### config.mk
export PLATFORM = sky130hd
export DESIGN_NAME = cl_counter_top
export DESIGN_NICKNAME = d
export VERILOG_FILES = /design/src/source/cl_counter_pkg.sv /design/src/source/cl_counter_top.sv /design/src/source/event_counter.sv /design/src/source/ocl_reg_slave.sv /design/src/source/tick_prescaler.sv
export SDC_FILE = /design/constraint.sdc
export NUM_CORES = 1
export LEC_CHECK = 0
export BUFFER_PORTS_ARGS = -buffer_cell sky130_fd_sc_hd__clkbuf_2
export CAP_MARGIN = 0
export CORE_ASPECT_RATIO = 0.75
export CORE_MARGIN = 2
export CORE_UTILIZATION = 48
export CTS_CLUSTER_SIZE = 8
export DETAILED_ROUTE_END_ITERATION = 8
export PLACE_DENSITY = 0.72
export SLEW_MARGIN = 30
export SYNTH_ARGS = -nofsm -noshare
export SYNTH_HDL_FRONTEND = slang
export SYNTH_HIERARCHICAL = 1
export SYNTH_SLANG_ARGS = --single-unit
export TNS_END_PERCENT = 100
### constraint.sdc
create_clock -name clk_main_a0 -period 4.4 [get_ports clk_main_a0]
set_clock_uncertainty 0.2 [all_clocks]
set_input_delay 0.88 -clock clk_main_a0 [delete_from_list [all_inputs] [get_ports clk_main_a0]]
set_output_delay 0.88 -clock clk_main_a0 [all_outputs]
set_load 0.03 [all_outputs]
### src/source/cl_counter_pkg.sv
/* register map, widths, id constants and packed structs shared by
   the ocl register slave, the tick prescaler and the event counter */

package cl_counter_pkg;

  // --------------------
  // widths
  localparam int OCL_ADDR_W = 8;                      // register window is 256 bytes
  localparam int OCL_DATA_W = 32;                     // axi-lite data bus
  localparam int OCL_STRB_W = OCL_DATA_W / 8;         // one strobe per byte lane
  localparam int TICK_W     = 8;                      // prescaler width
  localparam int CNT_W      = 16;                     // event counter width

  // --------------------
  // read-only id and status words
  localparam logic [31:0] CL_ID0     = 32'hA5C0_0100;   // vendor / device id pair
  localparam logic [31:0] CL_ID1     = 32'h0001_5A3C;   // subsystem id pair
  localparam logic [31:0] CL_STATUS0 = 32'h0000_0FF0;   // fixed status tie-off
  localparam logic [31:0] CL_VERSION = 32'hEEEE_EE00;   // design version tie-off

  // --------------------
  // register offsets
  localparam logic [OCL_ADDR_W-1:0] REG_ID0      = 8'h00;  // ro
  localparam logic [OCL_ADDR_W-1:0] REG_ID1      = 8'h04;  // ro
  localparam logic [OCL_ADDR_W-1:0] REG_STATUS   = 8'h08;  // ro
  localparam logic [OCL_ADDR_W-1:0] REG_VERSION  = 8'h0C;  // ro
  localparam logic [OCL_ADDR_W-1:0] REG_CTRL     = 8'h10;  // enable, load, clear, one-shot
  localparam logic [OCL_ADDR_W-1:0] REG_TICK     = 8'h14;  // prescale terminal value
  localparam logic [OCL_ADDR_W-1:0] REG_LOAD     = 8'h18;  // counter load value
  localparam logic [OCL_ADDR_W-1:0] REG_WMARK    = 8'h1C;  // watermark
  localparam logic [OCL_ADDR_W-1:0] REG_COUNT    = 8'h20;  // ro, flag in bit 16
  localparam logic [OCL_ADDR_W-1:0] REG_TICK_CNT = 8'h24;  // ro, live prescaler

  // response codes
  localparam logic [1:0] RESP_OKAY   = 2'd0;
  localparam logic [1:0] RESP_SLVERR = 2'd2;

  // --------------------
  // master side of the ocl port
  typedef struct packed {
    logic                  awvalid;
    logic [OCL_ADDR_W-1:0] awaddr;
    logic                  wvalid;
    logic [OCL_DATA_W-1:0] wdata;
    logic [OCL_STRB_W-1:0] wstrb;
    logic                  bready;
    logic                  arvalid;
    logic [OCL_ADDR_W-1:0] araddr;
    logic                  rready;
  } ocl_req_t;

  // slave side of the ocl port
  typedef struct packed {
    logic                  awready;
    logic                  wready;
    logic                  bvalid;
    logic [1:0]            bresp;
    logic                  arready;
    logic                  rvalid;
    logic [OCL_DATA_W-1:0] rdata;
    logic [1:0]            rresp;
  } ocl_rsp_t;

  // control shadow seen by prescaler and counter
  typedef struct packed {
    logic              enable;      // level
    logic              oneshot;     // level, saturate at max
    logic              load;        // one-cycle pulse
    logic              clear;       // one-cycle pulse
    logic [TICK_W-1:0] tick_value;
    logic [CNT_W-1:0]  load_value;
    logic [CNT_W-1:0]  watermark;
  } cnt_cfg_t;

  // counter status back to the slave
  typedef struct packed {
    logic [CNT_W-1:0] cnt;
    logic             ge_watermark;
  } cnt_stat_t;

endpackage

### src/source/cl_counter_top.sv
/* top level: ocl register slave driving the tick prescaler and event counter */
`timescale 1ns/1ns

module cl_counter_top (
  input  logic                     clk_main_a0,
  input  logic                     rst_main_n,
  input  cl_counter_pkg::ocl_req_t ocl_req,
  output cl_counter_pkg::ocl_rsp_t ocl_rsp
);

  import cl_counter_pkg::*;

  // --------------------
  // internal links
  cnt_cfg_t          cnt_cfg;      // control shadow from the slave
  cnt_stat_t         cnt_stat;     // count and watermark flag
  logic              tick;         // prescaler to counter
  logic [TICK_W-1:0] tick_cnt;     // live prescale count for readback

  ocl_reg_slave ocl_reg_slave_inst (
    .clk_main_a0 (clk_main_a0),
    .rst_main_n  (rst_main_n),
    .ocl_req     (ocl_req),
    .ocl_rsp     (ocl_rsp),
    .cnt_stat    (cnt_stat),
    .tick_cnt    (tick_cnt),
    .cnt_cfg     (cnt_cfg)
  );

  tick_prescaler tick_prescaler_inst (
    .clk_main_a0 (clk_main_a0),
    .rst_main_n  (rst_main_n),
    .cnt_cfg     (cnt_cfg),
    .tick        (tick),
    .tick_cnt    (tick_cnt)
  );

  event_counter event_counter_inst (
    .clk_main_a0 (clk_main_a0),
    .rst_main_n  (rst_main_n),
    .cnt_cfg     (cnt_cfg),
    .tick        (tick),
    .cnt_stat    (cnt_stat)
  );

endmodule

### src/source/event_counter.sv
/* 16-bit event counter with clear, load, one-shot saturation
   and a registered watermark compare */
`timescale 1ns/1ns

module event_counter (
  input  logic                      clk_main_a0,
  input  logic                      rst_main_n,
  input  cl_counter_pkg::cnt_cfg_t  cnt_cfg,
  input  logic                      tick,
  output cl_counter_pkg::cnt_stat_t cnt_stat
);

  import cl_counter_pkg::*;

  logic [CNT_W-1:0] cnt_q;
  logic [CNT_W-1:0] cnt_next;
  logic             ge_q;          // count at or above watermark
  logic             at_max;

  assign at_max = (cnt_q == {CNT_W{1'b1}});

  // --------------------
  // next count, clear > load > enabled tick
  always_comb
  begin
    cnt_next = cnt_q;
    if (cnt_cfg.clear)
      cnt_next = '0;
    else if (cnt_cfg.load)
      cnt_next = cnt_cfg.load_value;
    else if (cnt_cfg.enable && tick)
    begin
      if (!(cnt_cfg.oneshot && at_max))
        cnt_next = cnt_q + CNT_W'(1);          // wraps when one-shot is off
    end
  end

  always_ff @(posedge clk_main_a0)
  begin
    if (!rst_main_n)
    begin
      cnt_q <= '0;
      ge_q  <= 1'b0;
    end
    else
    begin
      cnt_q <= cnt_next;
      ge_q  <= (cnt_next >= cnt_cfg.watermark);  // aligned with the new count
    end
  end

  assign cnt_stat.cnt          = cnt_q;
  assign cnt_stat.ge_watermark = ge_q;

endmodule

### src/source/ocl_reg_slave.sv
/* axi-lite register slave on the ocl port: id and status registers,
   counter control shadow with load/clear pulses, live counter readback */
`timescale 1ns/1ns

module ocl_reg_slave (
  input  logic                              clk_main_a0,
  input  logic                              rst_main_n,
  input  cl_counter_pkg::ocl_req_t          ocl_req,
  output cl_counter_pkg::ocl_rsp_t          ocl_rsp,
  input  cl_counter_pkg::cnt_stat_t         cnt_stat,
  input  logic [cl_counter_pkg::TICK_W-1:0] tick_cnt,
  output cl_counter_pkg::cnt_cfg_t          cnt_cfg
);

  import cl_counter_pkg::*;

  // byte-lane merge for the 16-bit fields
  function automatic logic [CNT_W-1:0] strb_merge(
    input logic [CNT_W-1:0]      old_val,
    input logic [OCL_DATA_W-1:0] data,
    input logic [OCL_STRB_W-1:0] strb
  );
    logic [CNT_W-1:0] res;
    res = old_val;
    for (int b = 0; b < CNT_W / 8; b++)
    begin
      if (strb[b])
        res[8*b +: 8] = data[8*b +: 8];  // only enabled lanes
    end
    return res;
  endfunction

  // --------------------
  // write channel
  logic                  aw_w_ready_q;  // shared awready / wready
  logic                  bvalid_q;
  logic [1:0]            bresp_q;
  logic                  wr_hs;         // write performed at this edge
  logic                  wr_ok;         // offset is writable
  logic [OCL_ADDR_W-1:0] wr_addr;
  cnt_cfg_t              cfg_q;         // registered control shadow

  assign wr_addr = ocl_req.awaddr;
  assign wr_hs   = aw_w_ready_q & ocl_req.awvalid & ocl_req.wvalid;

  always_comb
  begin
    case (wr_addr)
      REG_CTRL, REG_TICK, REG_LOAD, REG_WMARK: wr_ok = 1'b1;
      default:                                 wr_ok = 1'b0;  // ro or unmapped
    endcase
  end

  always_ff @(posedge clk_main_a0)
  begin
    if (!rst_main_n)
    begin
      aw_w_ready_q <= 1'b0;
      bvalid_q     <= 1'b0;
    end
    else
    begin
      // one-cycle ready, only with no response pending
      aw_w_ready_q <= ocl_req.awvalid & ocl_req.wvalid & ~aw_w_ready_q & ~bvalid_q;
      if (wr_hs)
        bvalid_q <= 1'b1;                      // response next cycle
      else if (ocl_req.bready)
        bvalid_q <= 1'b0;                      // held until accepted
    end
  end

  always_ff @(posedge clk_main_a0)
  begin
    if (wr_hs)
      bresp_q <= wr_ok ? RESP_OKAY : RESP_SLVERR;
  end

  // --------------------
  // control shadow
  always_ff @(posedge clk_main_a0)
  begin
    if (!rst_main_n)
      cfg_q <= '0;
    else
    begin
      cfg_q.load  <= 1'b0;                     // pulses self-clear
      cfg_q.clear <= 1'b0;
      if (wr_hs)
      begin
        case (wr_addr)
          REG_CTRL:
          begin
            if (ocl_req.wstrb[0])
            begin
              cfg_q.enable  <= ocl_req.wdata[0];
              cfg_q.load    <= ocl_req.wdata[1];
              cfg_q.clear   <= ocl_req.wdata[2];
              cfg_q.oneshot <= ocl_req.wdata[3];
            end
          end
          REG_TICK:
          begin
            if (ocl_req.wstrb[0])
              cfg_q.tick_value <= ocl_req.wdata[TICK_W-1:0];
          end
          REG_LOAD:  cfg_q.load_value <= strb_merge(cfg_q.load_value, ocl_req.wdata,
                                                     ocl_req.wstrb);
          REG_WMARK: cfg_q.watermark  <= strb_merge(cfg_q.watermark, ocl_req.wdata,
                                                     ocl_req.wstrb);
          default:   ;                         // slverr, nothing changes
        endcase
      end
    end
  end

  assign cnt_cfg = cfg_q;

  // --------------------
  // read channel
  logic                  arready_q;
  logic                  rvalid_q;
  logic [OCL_DATA_W-1:0] rdata_q;
  logic [1:0]            rresp_q;
  logic                  rd_hs;
  logic [OCL_DATA_W-1:0] rd_data;              // mux output
  logic [1:0]            rd_resp;

  assign rd_hs = arready_q & ocl_req.arvalid;

  always_comb
  begin
    rd_resp = RESP_OKAY;
    case (ocl_req.araddr)
      REG_ID0:      rd_data = CL_ID0;
      REG_ID1:      rd_data = CL_ID1;
      REG_STATUS:   rd_data = CL_STATUS0;
      REG_VERSION:  rd_data = CL_VERSION;
      REG_CTRL:     rd_data = {28'd0, cfg_q.oneshot, cfg_q.clear, cfg_q.load, cfg_q.enable};
      REG_TICK:     rd_data = {{(OCL_DATA_W-TICK_W){1'b0}}, cfg_q.tick_value};
      REG_LOAD:     rd_data = {{(OCL_DATA_W-CNT_W){1'b0}}, cfg_q.load_value};
      REG_WMARK:    rd_data = {{(OCL_DATA_W-CNT_W){1'b0}}, cfg_q.watermark};
      REG_COUNT:    rd_data = {{(OCL_DATA_W-CNT_W-1){1'b0}}, cnt_stat.ge_watermark,
                               cnt_stat.cnt};
      REG_TICK_CNT: rd_data = {{(OCL_DATA_W-TICK_W){1'b0}}, tick_cnt};
      default:
      begin
        rd_data = '0;                          // unmapped reads zero
        rd_resp = RESP_SLVERR;
      end
    endcase
  end

  always_ff @(posedge clk_main_a0)
  begin
    if (!rst_main_n)
    begin
      arready_q <= 1'b0;
      rvalid_q  <= 1'b0;
    end
    else
    begin
      arready_q <= ocl_req.arvalid & ~arready_q & ~rvalid_q;
      if (rd_hs)
        rvalid_q <= 1'b1;
      else if (ocl_req.rready)
        rvalid_q <= 1'b0;
    end
  end

  always_ff @(posedge clk_main_a0)
  begin
    if (rd_hs)
    begin
      rdata_q <= rd_data;                      // sampled at the handshake edge
      rresp_q <= rd_resp;
    end
  end

  always_comb
  begin
    ocl_rsp.awready = aw_w_ready_q;
    ocl_rsp.wready  = aw_w_ready_q;
    ocl_rsp.bvalid  = bvalid_q;
    ocl_rsp.bresp   = bresp_q;
    ocl_rsp.arready = arready_q;
    ocl_rsp.rvalid  = rvalid_q;
    ocl_rsp.rdata   = rdata_q;
    ocl_rsp.rresp   = rresp_q;
  end

endmodule

### src/source/tick_prescaler.sv
/* prescale counter that emits one tick every tick_value+1 enabled cycles */
`timescale 1ns/1ns

module tick_prescaler (
  input  logic                              clk_main_a0,
  input  logic                              rst_main_n,
  input  cl_counter_pkg::cnt_cfg_t          cnt_cfg,
  output logic                              tick,
  output logic [cl_counter_pkg::TICK_W-1:0] tick_cnt
);

  import cl_counter_pkg::*;

  logic [TICK_W-1:0] tick_cnt_q;
  logic              at_term;      // reached the terminal value

  assign at_term = (tick_cnt_q >= cnt_cfg.tick_value);

  // --------------------
  // prescale count
  always_ff @(posedge clk_main_a0)
  begin
    if (!rst_main_n)
      tick_cnt_q <= '0;
    else if (cnt_cfg.clear)
      tick_cnt_q <= '0;                        // clear wins
    else if (cnt_cfg.enable)
    begin
      if (at_term)
        tick_cnt_q <= '0;                      // wrap after terminal value
      else
        tick_cnt_q <= tick_cnt_q + TICK_W'(1);
    end
  end

  assign tick     = at_term;                   // counter qualifies with enable
  assign tick_cnt = tick_cnt_q;

endmodule

# --- Word level (Yosys, flattened, before mapping) ---
# Index checks and enable logic that the tools add are counted.
totals:
  register_bits: 109
  inputBits: 59
  output_inout_bits: 41
  wordCells: 78
classes:
  addsub: 2
  order_cmp: 2
  n_eq_ne: 14
  muxes: 13
  bitwise: 13
  n_reduce_logical: 15
op_table:
  columns: ["cell", "count"]
  rows:
  - ["$pmux 32 s10", 1]
  - ["$eq 8x5->1 const B", 8]
  - ["$mux 16", 4]
  - ["$reduce_and 3->1", 6]
  - ["$add 16x1->16 const B", 1]
  - ["$eq 16x16->1 const B", 1]
  - ["$eq 8x4->1 const B", 2]
  - ["$eq 8x6->1 const B", 2]
  - ["$ge 16x16->1", 1]
  - ["$reduce_or 10->1", 1]
  - ["$add 8x1->8 const B", 1]
  - ["$and 1x1->1", 8]
  - ["$eq 8x3->1 const B", 1]
  - ["$ge 8x8->1", 1]
  - ["$logic_not 8->1", 1]
  - ["$mux 8", 1]
  - ["$mux 1", 5]
  - ["$not 1->1", 5]
  - ["$mux 2", 2]
  - ["$reduce_and 4->1", 1]
  - ["$reduce_bool 2->1", 2]
  - ["$reduce_or 4->1", 1]
  - ["$logic_and 1x1->1", 2]
  - ["$reduce_or 2->1", 1]

# --- Logic depth before layout (Yosys ltp) ---
logic_depth:
  word_depth: 7
  mapped_depth: 17
  depth_no_buf: 16

# --- Modules after synthesis ---
# Netlist, hierarchy kept.
by_module_without_submodules:
  columns: ["module", "n_inst", "cells_each", "area_each_um2", "seq_area_each_um2"]
  rows:
  - ["ocl_reg_slave", 1, 343, 3408.3, 1621.6]
  - ["event_counter", 1, 219, 1662.8, 340.3]
  - ["tick_prescaler", 1, 70, 655.6, 160.2]

# --- Worst setup path before layout ---
# No wires, ideal clock.
synth_path:
  path_kind: "register to register"
  startpoint: "register ocl_reg_slave_inst.cfg_q, in the netlist ocl_reg_slave_inst/cnt_cfg[39]"
  endpoint: "register event_counter_inst.ge_q"
  setup_time_ps: 123
  t_arrival_ps: 3644
  t_required_ps: 4077
  path_slack_ps: 433
  stages_incl_launch_ff: 18
  n_path_buf: 1
  period_less_slack_ps: 3967
  cell_sequence: "dfxtp_1 > inv_1 > ha_1 > and2_4 > o2111ai_2 > o21ai_4 > and4_1 > buf_2 > nand4_1 > a211oi_1 > mux2_4 > nor3_1 > ha_1 > a21o_1 > a21o_1 > a21o_1 > a211oi_1 > a21oi_1"
synth_between:
  elab_chain_cells: 6
synth_lines:
  columns: ["item", "line_no", "source"]
  rows:
  - ["start: declaration", "ocl_reg_slave.sv:41", "cnt_cfg_t cfg_q;"]
  - ["$ge 8x8->1", "tick_prescaler.sv:17", "assign at_term = (tick_cnt_q >= cnt_cfg.tick_value);"]
  - ["via tick", "cl_counter_top.sv:17", "logic tick;"]
  - ["$logic_and 1x1->1", "event_counter.sv:31", "else if (cnt_cfg.enable && tick)"]
  - ["$mux 16", "event_counter.sv:31", null]
  - ["$mux 16", "event_counter.sv:29", "else if (cnt_cfg.load)"]
  - ["$mux 16", "event_counter.sv:27", "if (cnt_cfg.clear)"]
  - ["via event_counter_inst.cnt_next[13]", "event_counter.sv:16", "logic [CNT_W-1:0] cnt_next;"]
  - ["$ge 16x16->1", "event_counter.sv:48", "ge_q <= (cnt_next >= cnt_cfg.watermark);"]
  - ["end signal: assignment", "event_counter.sv:48", null]
  - ["end: declaration", "event_counter.sv:17", "logic ge_q;"]
# The timed path passes the listed nets, and every way through them passes these cells.
# A chain may end at the register's enable or synchronous reset.

# --- Worst setup path after layout ---
# Same ends and word-level chain as after synthesis.

==> impl_metrics.json <==
{
  "p_int_w": 0.00133,
  "outcome": "finished, final reports clean",
  "p_clk_share_pct": 42.9,
  "wl_met3_mm": 1.71,
  "grt_first_pass_wirelength_mm": 25.5,
  "synthFlopType": "dfxtp_1",
  "finalHoldViolCount": 0,
  "worst-setup-path-type": "reg2reg",
  "ys_types": 82,
  "crit_fanout": 8,
  "power_frac_seq_pct": 50.5,
  "post-route-util_pct": 55.0,
  "clkTransAtPathRegs_ps": 70,
  "grt-ovfl-total": 0,
  "final_common_cell": "clkbuf_2",
  "cts_buffers": 9,
  "fin_crit_sh_pct": 94.4,
  "drv_slew": 0,
  "syn_to_final_growth_pct": 11.5,
  "hold_depth": 1,
  "cts_tree": "done",
  "drc": 0,
  "cp-end-kind": "flip-flop",
  "setup_viol": 0,
  "min_from": "ocl_reg_slave_inst/arready_q$_SDFF_PN0_",
  "fp.dieArea_mm2": 0.0128,
  "die_x_um": 130,
  "cts_max_level": 3,
  "power_density_mw_per_mm2": 280,
  "r2r_start": "ocl_reg_slave_inst/cnt_cfg[39]$_SDFFE_PN0P_",
  "grt_pass1_vias": 4725,
  "final_nets": 764,
  "clockRootBuffer": "clkbuf_16",
  "core_area_mm2": 0.0116,
  "syn_avg_cell_area_um2": 9.06,
  "drt_iter0_drc": 575,
  "p_leak_nw": 2.50,
  "finalWeightedCongestion": 0.988,
  "dr.pass1.iters": 5,
  "io_pins": 100,
  "combPwrFrac_pct": 6.7,
  "syn_inst": 632,
  "tightest_slew_ps": 845,
  "yosysWarningCount": 6,
  "async_flop_share_pct": 0,
  "cp.arrival_ps": 4190,
  "rr_worst_depth": 16,
  "viasPerCell": 5.97,
  "antenna_found_initial": 0,
  "hpwl_mm": 12.1,
  "fmax_mhz": 241,
  "avgRoutedWirePerCell_um": 18.9,
  "ys_seq_area_share_pct": 37.1,
  "clk_path_buf_depth": 2,
  "final_cell_mix": "77 x clkbuf_2, 73 x dfxtp_1, 71 x nand2_1, 43 x nor2_1, 40 x mux2i_1",
  "clk_latency_ps": 350,
  "p_sw_share_pct": 25.4,
  "synth.ff_latch_count": 95,
  "relSlewSlack_pct": 43.1,
  "crit_start": "ocl_reg_slave_inst/cnt_cfg[39]$_SDFFE_PN0P_",
  "setup_tns_ps": 0,
  "synth_edf_count": 22,
  "met2_length_mm": 6.66,
  "synth_area_mm2": 0.00573,
  "initial_core_util_pct": 49.3,
  "max_cap_viol_count": 0,
  "startpoint_type": "flip-flop",
  "row_count": 34,
  "numPortBuffers": 77,
  "final.min_clock_period_ps": 4150,
  "hold_path.class": "reg2reg",
  "drt.antenna.violating_nets": 0,
  "top_layer": "met4",
  "die_y_um": 98.6,
  "power_switching_w": 0.000453,
  "diodes": 0,
  "max-vdd-ir-drop_uv": 169,
  "drive_above_1_share_pct": 21.9,
  "rsz0062_at_grt": "false",
  "grt_max_degree": 66,
  "wl_mm": 16.0,
  "worst_ep_required_time_ps": 4430,
  "wl_met1_mm": 7.37,
  "track_usage_pct": 25.7,
  "cts_sinks": 95,
  "num_vias": 5048
}
[through the flow]
stage / power [W] / cell area, um^2 / hold slack (ps) / worst slack, ps / instances
after floorplan: 0.00100 / 5740 / 205 / 433 / 635
after global placement: 0.00104 / 6070 / 215 / 179 / 830
after detailed placement: 0.00104 / 6070 / 227 / 122 / 830
after CTS: 0.00180 / 6360 / 247 / 88.7 / 846
after global routing: 0.00184 / 6380 / 264 / 84.7 / 846
final: 0.00179 / 6380 / 251 / 246 / 846
[flip-flops by register name (all words and copies together), names as in the netlist]
| signal | flops |
|---|---|
| ocl_reg_slave_inst/cnt_cfg | 44 |
| ocl_reg_slave_inst/rdata_q | 20 |
| event_counter_inst/cnt_q | 16 |
| tick_prescaler_inst/tick_cnt | 8 |
| event_counter_inst/ge_q | 1 |
| ocl_reg_slave_inst/arready_q | 1 |
| ocl_reg_slave_inst/aw_w_ready_q | 1 |
| ocl_reg_slave_inst/bresp_q | 1 |
| ocl_reg_slave_inst/bvalid_q | 1 |
| ocl_reg_slave_inst/rresp_q | 1 |
| ocl_reg_slave_inst/rvalid_q | 1 |
[routing by layer]
metal | up-vias | track usage, %
li1 | 2378 | -
met1 | 2395 | 38.9
met2 | 247 | 35.8
met3 | 28 | 7.33
met4 | 0 | 6.62
met5 | - | 0
[cell usage after synthesis, types with 5 or more instances]
cell type,instances,area [um^2]
a31oi_1,7,43.8
nor2b_1,12,75.1
nand4_1,12,75.1
nand2_1,71,267
and3_1,10,62.6
a22oi_1,14,105
mux2i_1,40,400
clkbuf_1,16,60.1
and4_1,5,43.8
o21ai_0,23,115
a21oi_1,18,90.1
buf_4,23,173
nor3_1,21,105
dfxtp_1,73,1460
a211oi_1,6,45.0
nand3_1,18,90.1
o2111ai_1,7,61.3
edfxtp_1,22,661
a211o_1,5,43.8
nand2b_1,11,68.8
nor3_2,5,50.1
inv_1,30,113
ha_1,26,325
xnor2_1,5,43.8
buf_2,6,30.0
mux2_2,5,56.3
nor2_1,43,161
a21o_1,6,45.0
[final timing paths]
| kind | to | slack (ps) |
|---|---|---|
| hold reg to reg | ocl_reg_slave_inst/arready_q$_SDFF_PN0_ | 250 |
| setup / recovery | event_counter_inst/ge_q$_SDFF_PN0_ | 250 |
| setup reg to reg | event_counter_inst/ge_q$_SDFF_PN0_ | 250 |
| hold / removal | ocl_reg_slave_inst/arready_q$_SDFF_PN0_ | 250 |
[logic make-up after synthesis]
logic type / share of synthesized area, %
flops: 37.1
simple gates: 23.1
compound gates: 16.6
xor+xnor: 1.07
mux: 8.76
fa+ha+maj: 5.68
other cells: 0.0655
buf+inv: 7.65
[power by group through the flow]
stage | logic (W) | clock network, W | registers [W]
2_1_floorplan | 0.0000741 | 0 | 0.000929
3_3_place_gp | 0.000115 | 0 | 0.000921
3_5_place_dp | 0.000117 | 0 | 0.000921
4_1_cts | 0.000118 | 0.000776 | 0.000901
5_1_grt | 0.000128 | 0.000814 | 0.000902
6_report | 0.000119 | 0.000766 | 0.000901
[critical path, stage by stage, from the launching register on]
cell	delay (ps)
dfxtp_1	370
inv_1	60
ha_1	340
and2_4	190
o2111ai_4	200
o21ai_4	220
buf_4	200
nand2_1	120
or3_4	420
nor4_1	270
nor3_2	90
nor3_2	350
ha_1	320
a21o_1	170
a21o_1	190
a211oi_1	220
a21oi_1	100
[final cells by class]
cell class	instances	area [um^2]
clock buffer	10	229
clock inverter	6	57.6
fill	1055	5230
inverter	30	113
multi-input combinational	457	3210
sequential	95	2120
tap	162	203
timing repair buffer	86	453
[what timing repair did]
action / 4_1_cts / 5_1_grt
setup endpoints to repair: 0 / 1
buffers inserted: 0 / 0
gates resized for setup: 0 / 4
hold buffers: 0 / 0
hold endpoints to repair: 0 / 0
Note: power is estimated with default switching activity, not from simulation.
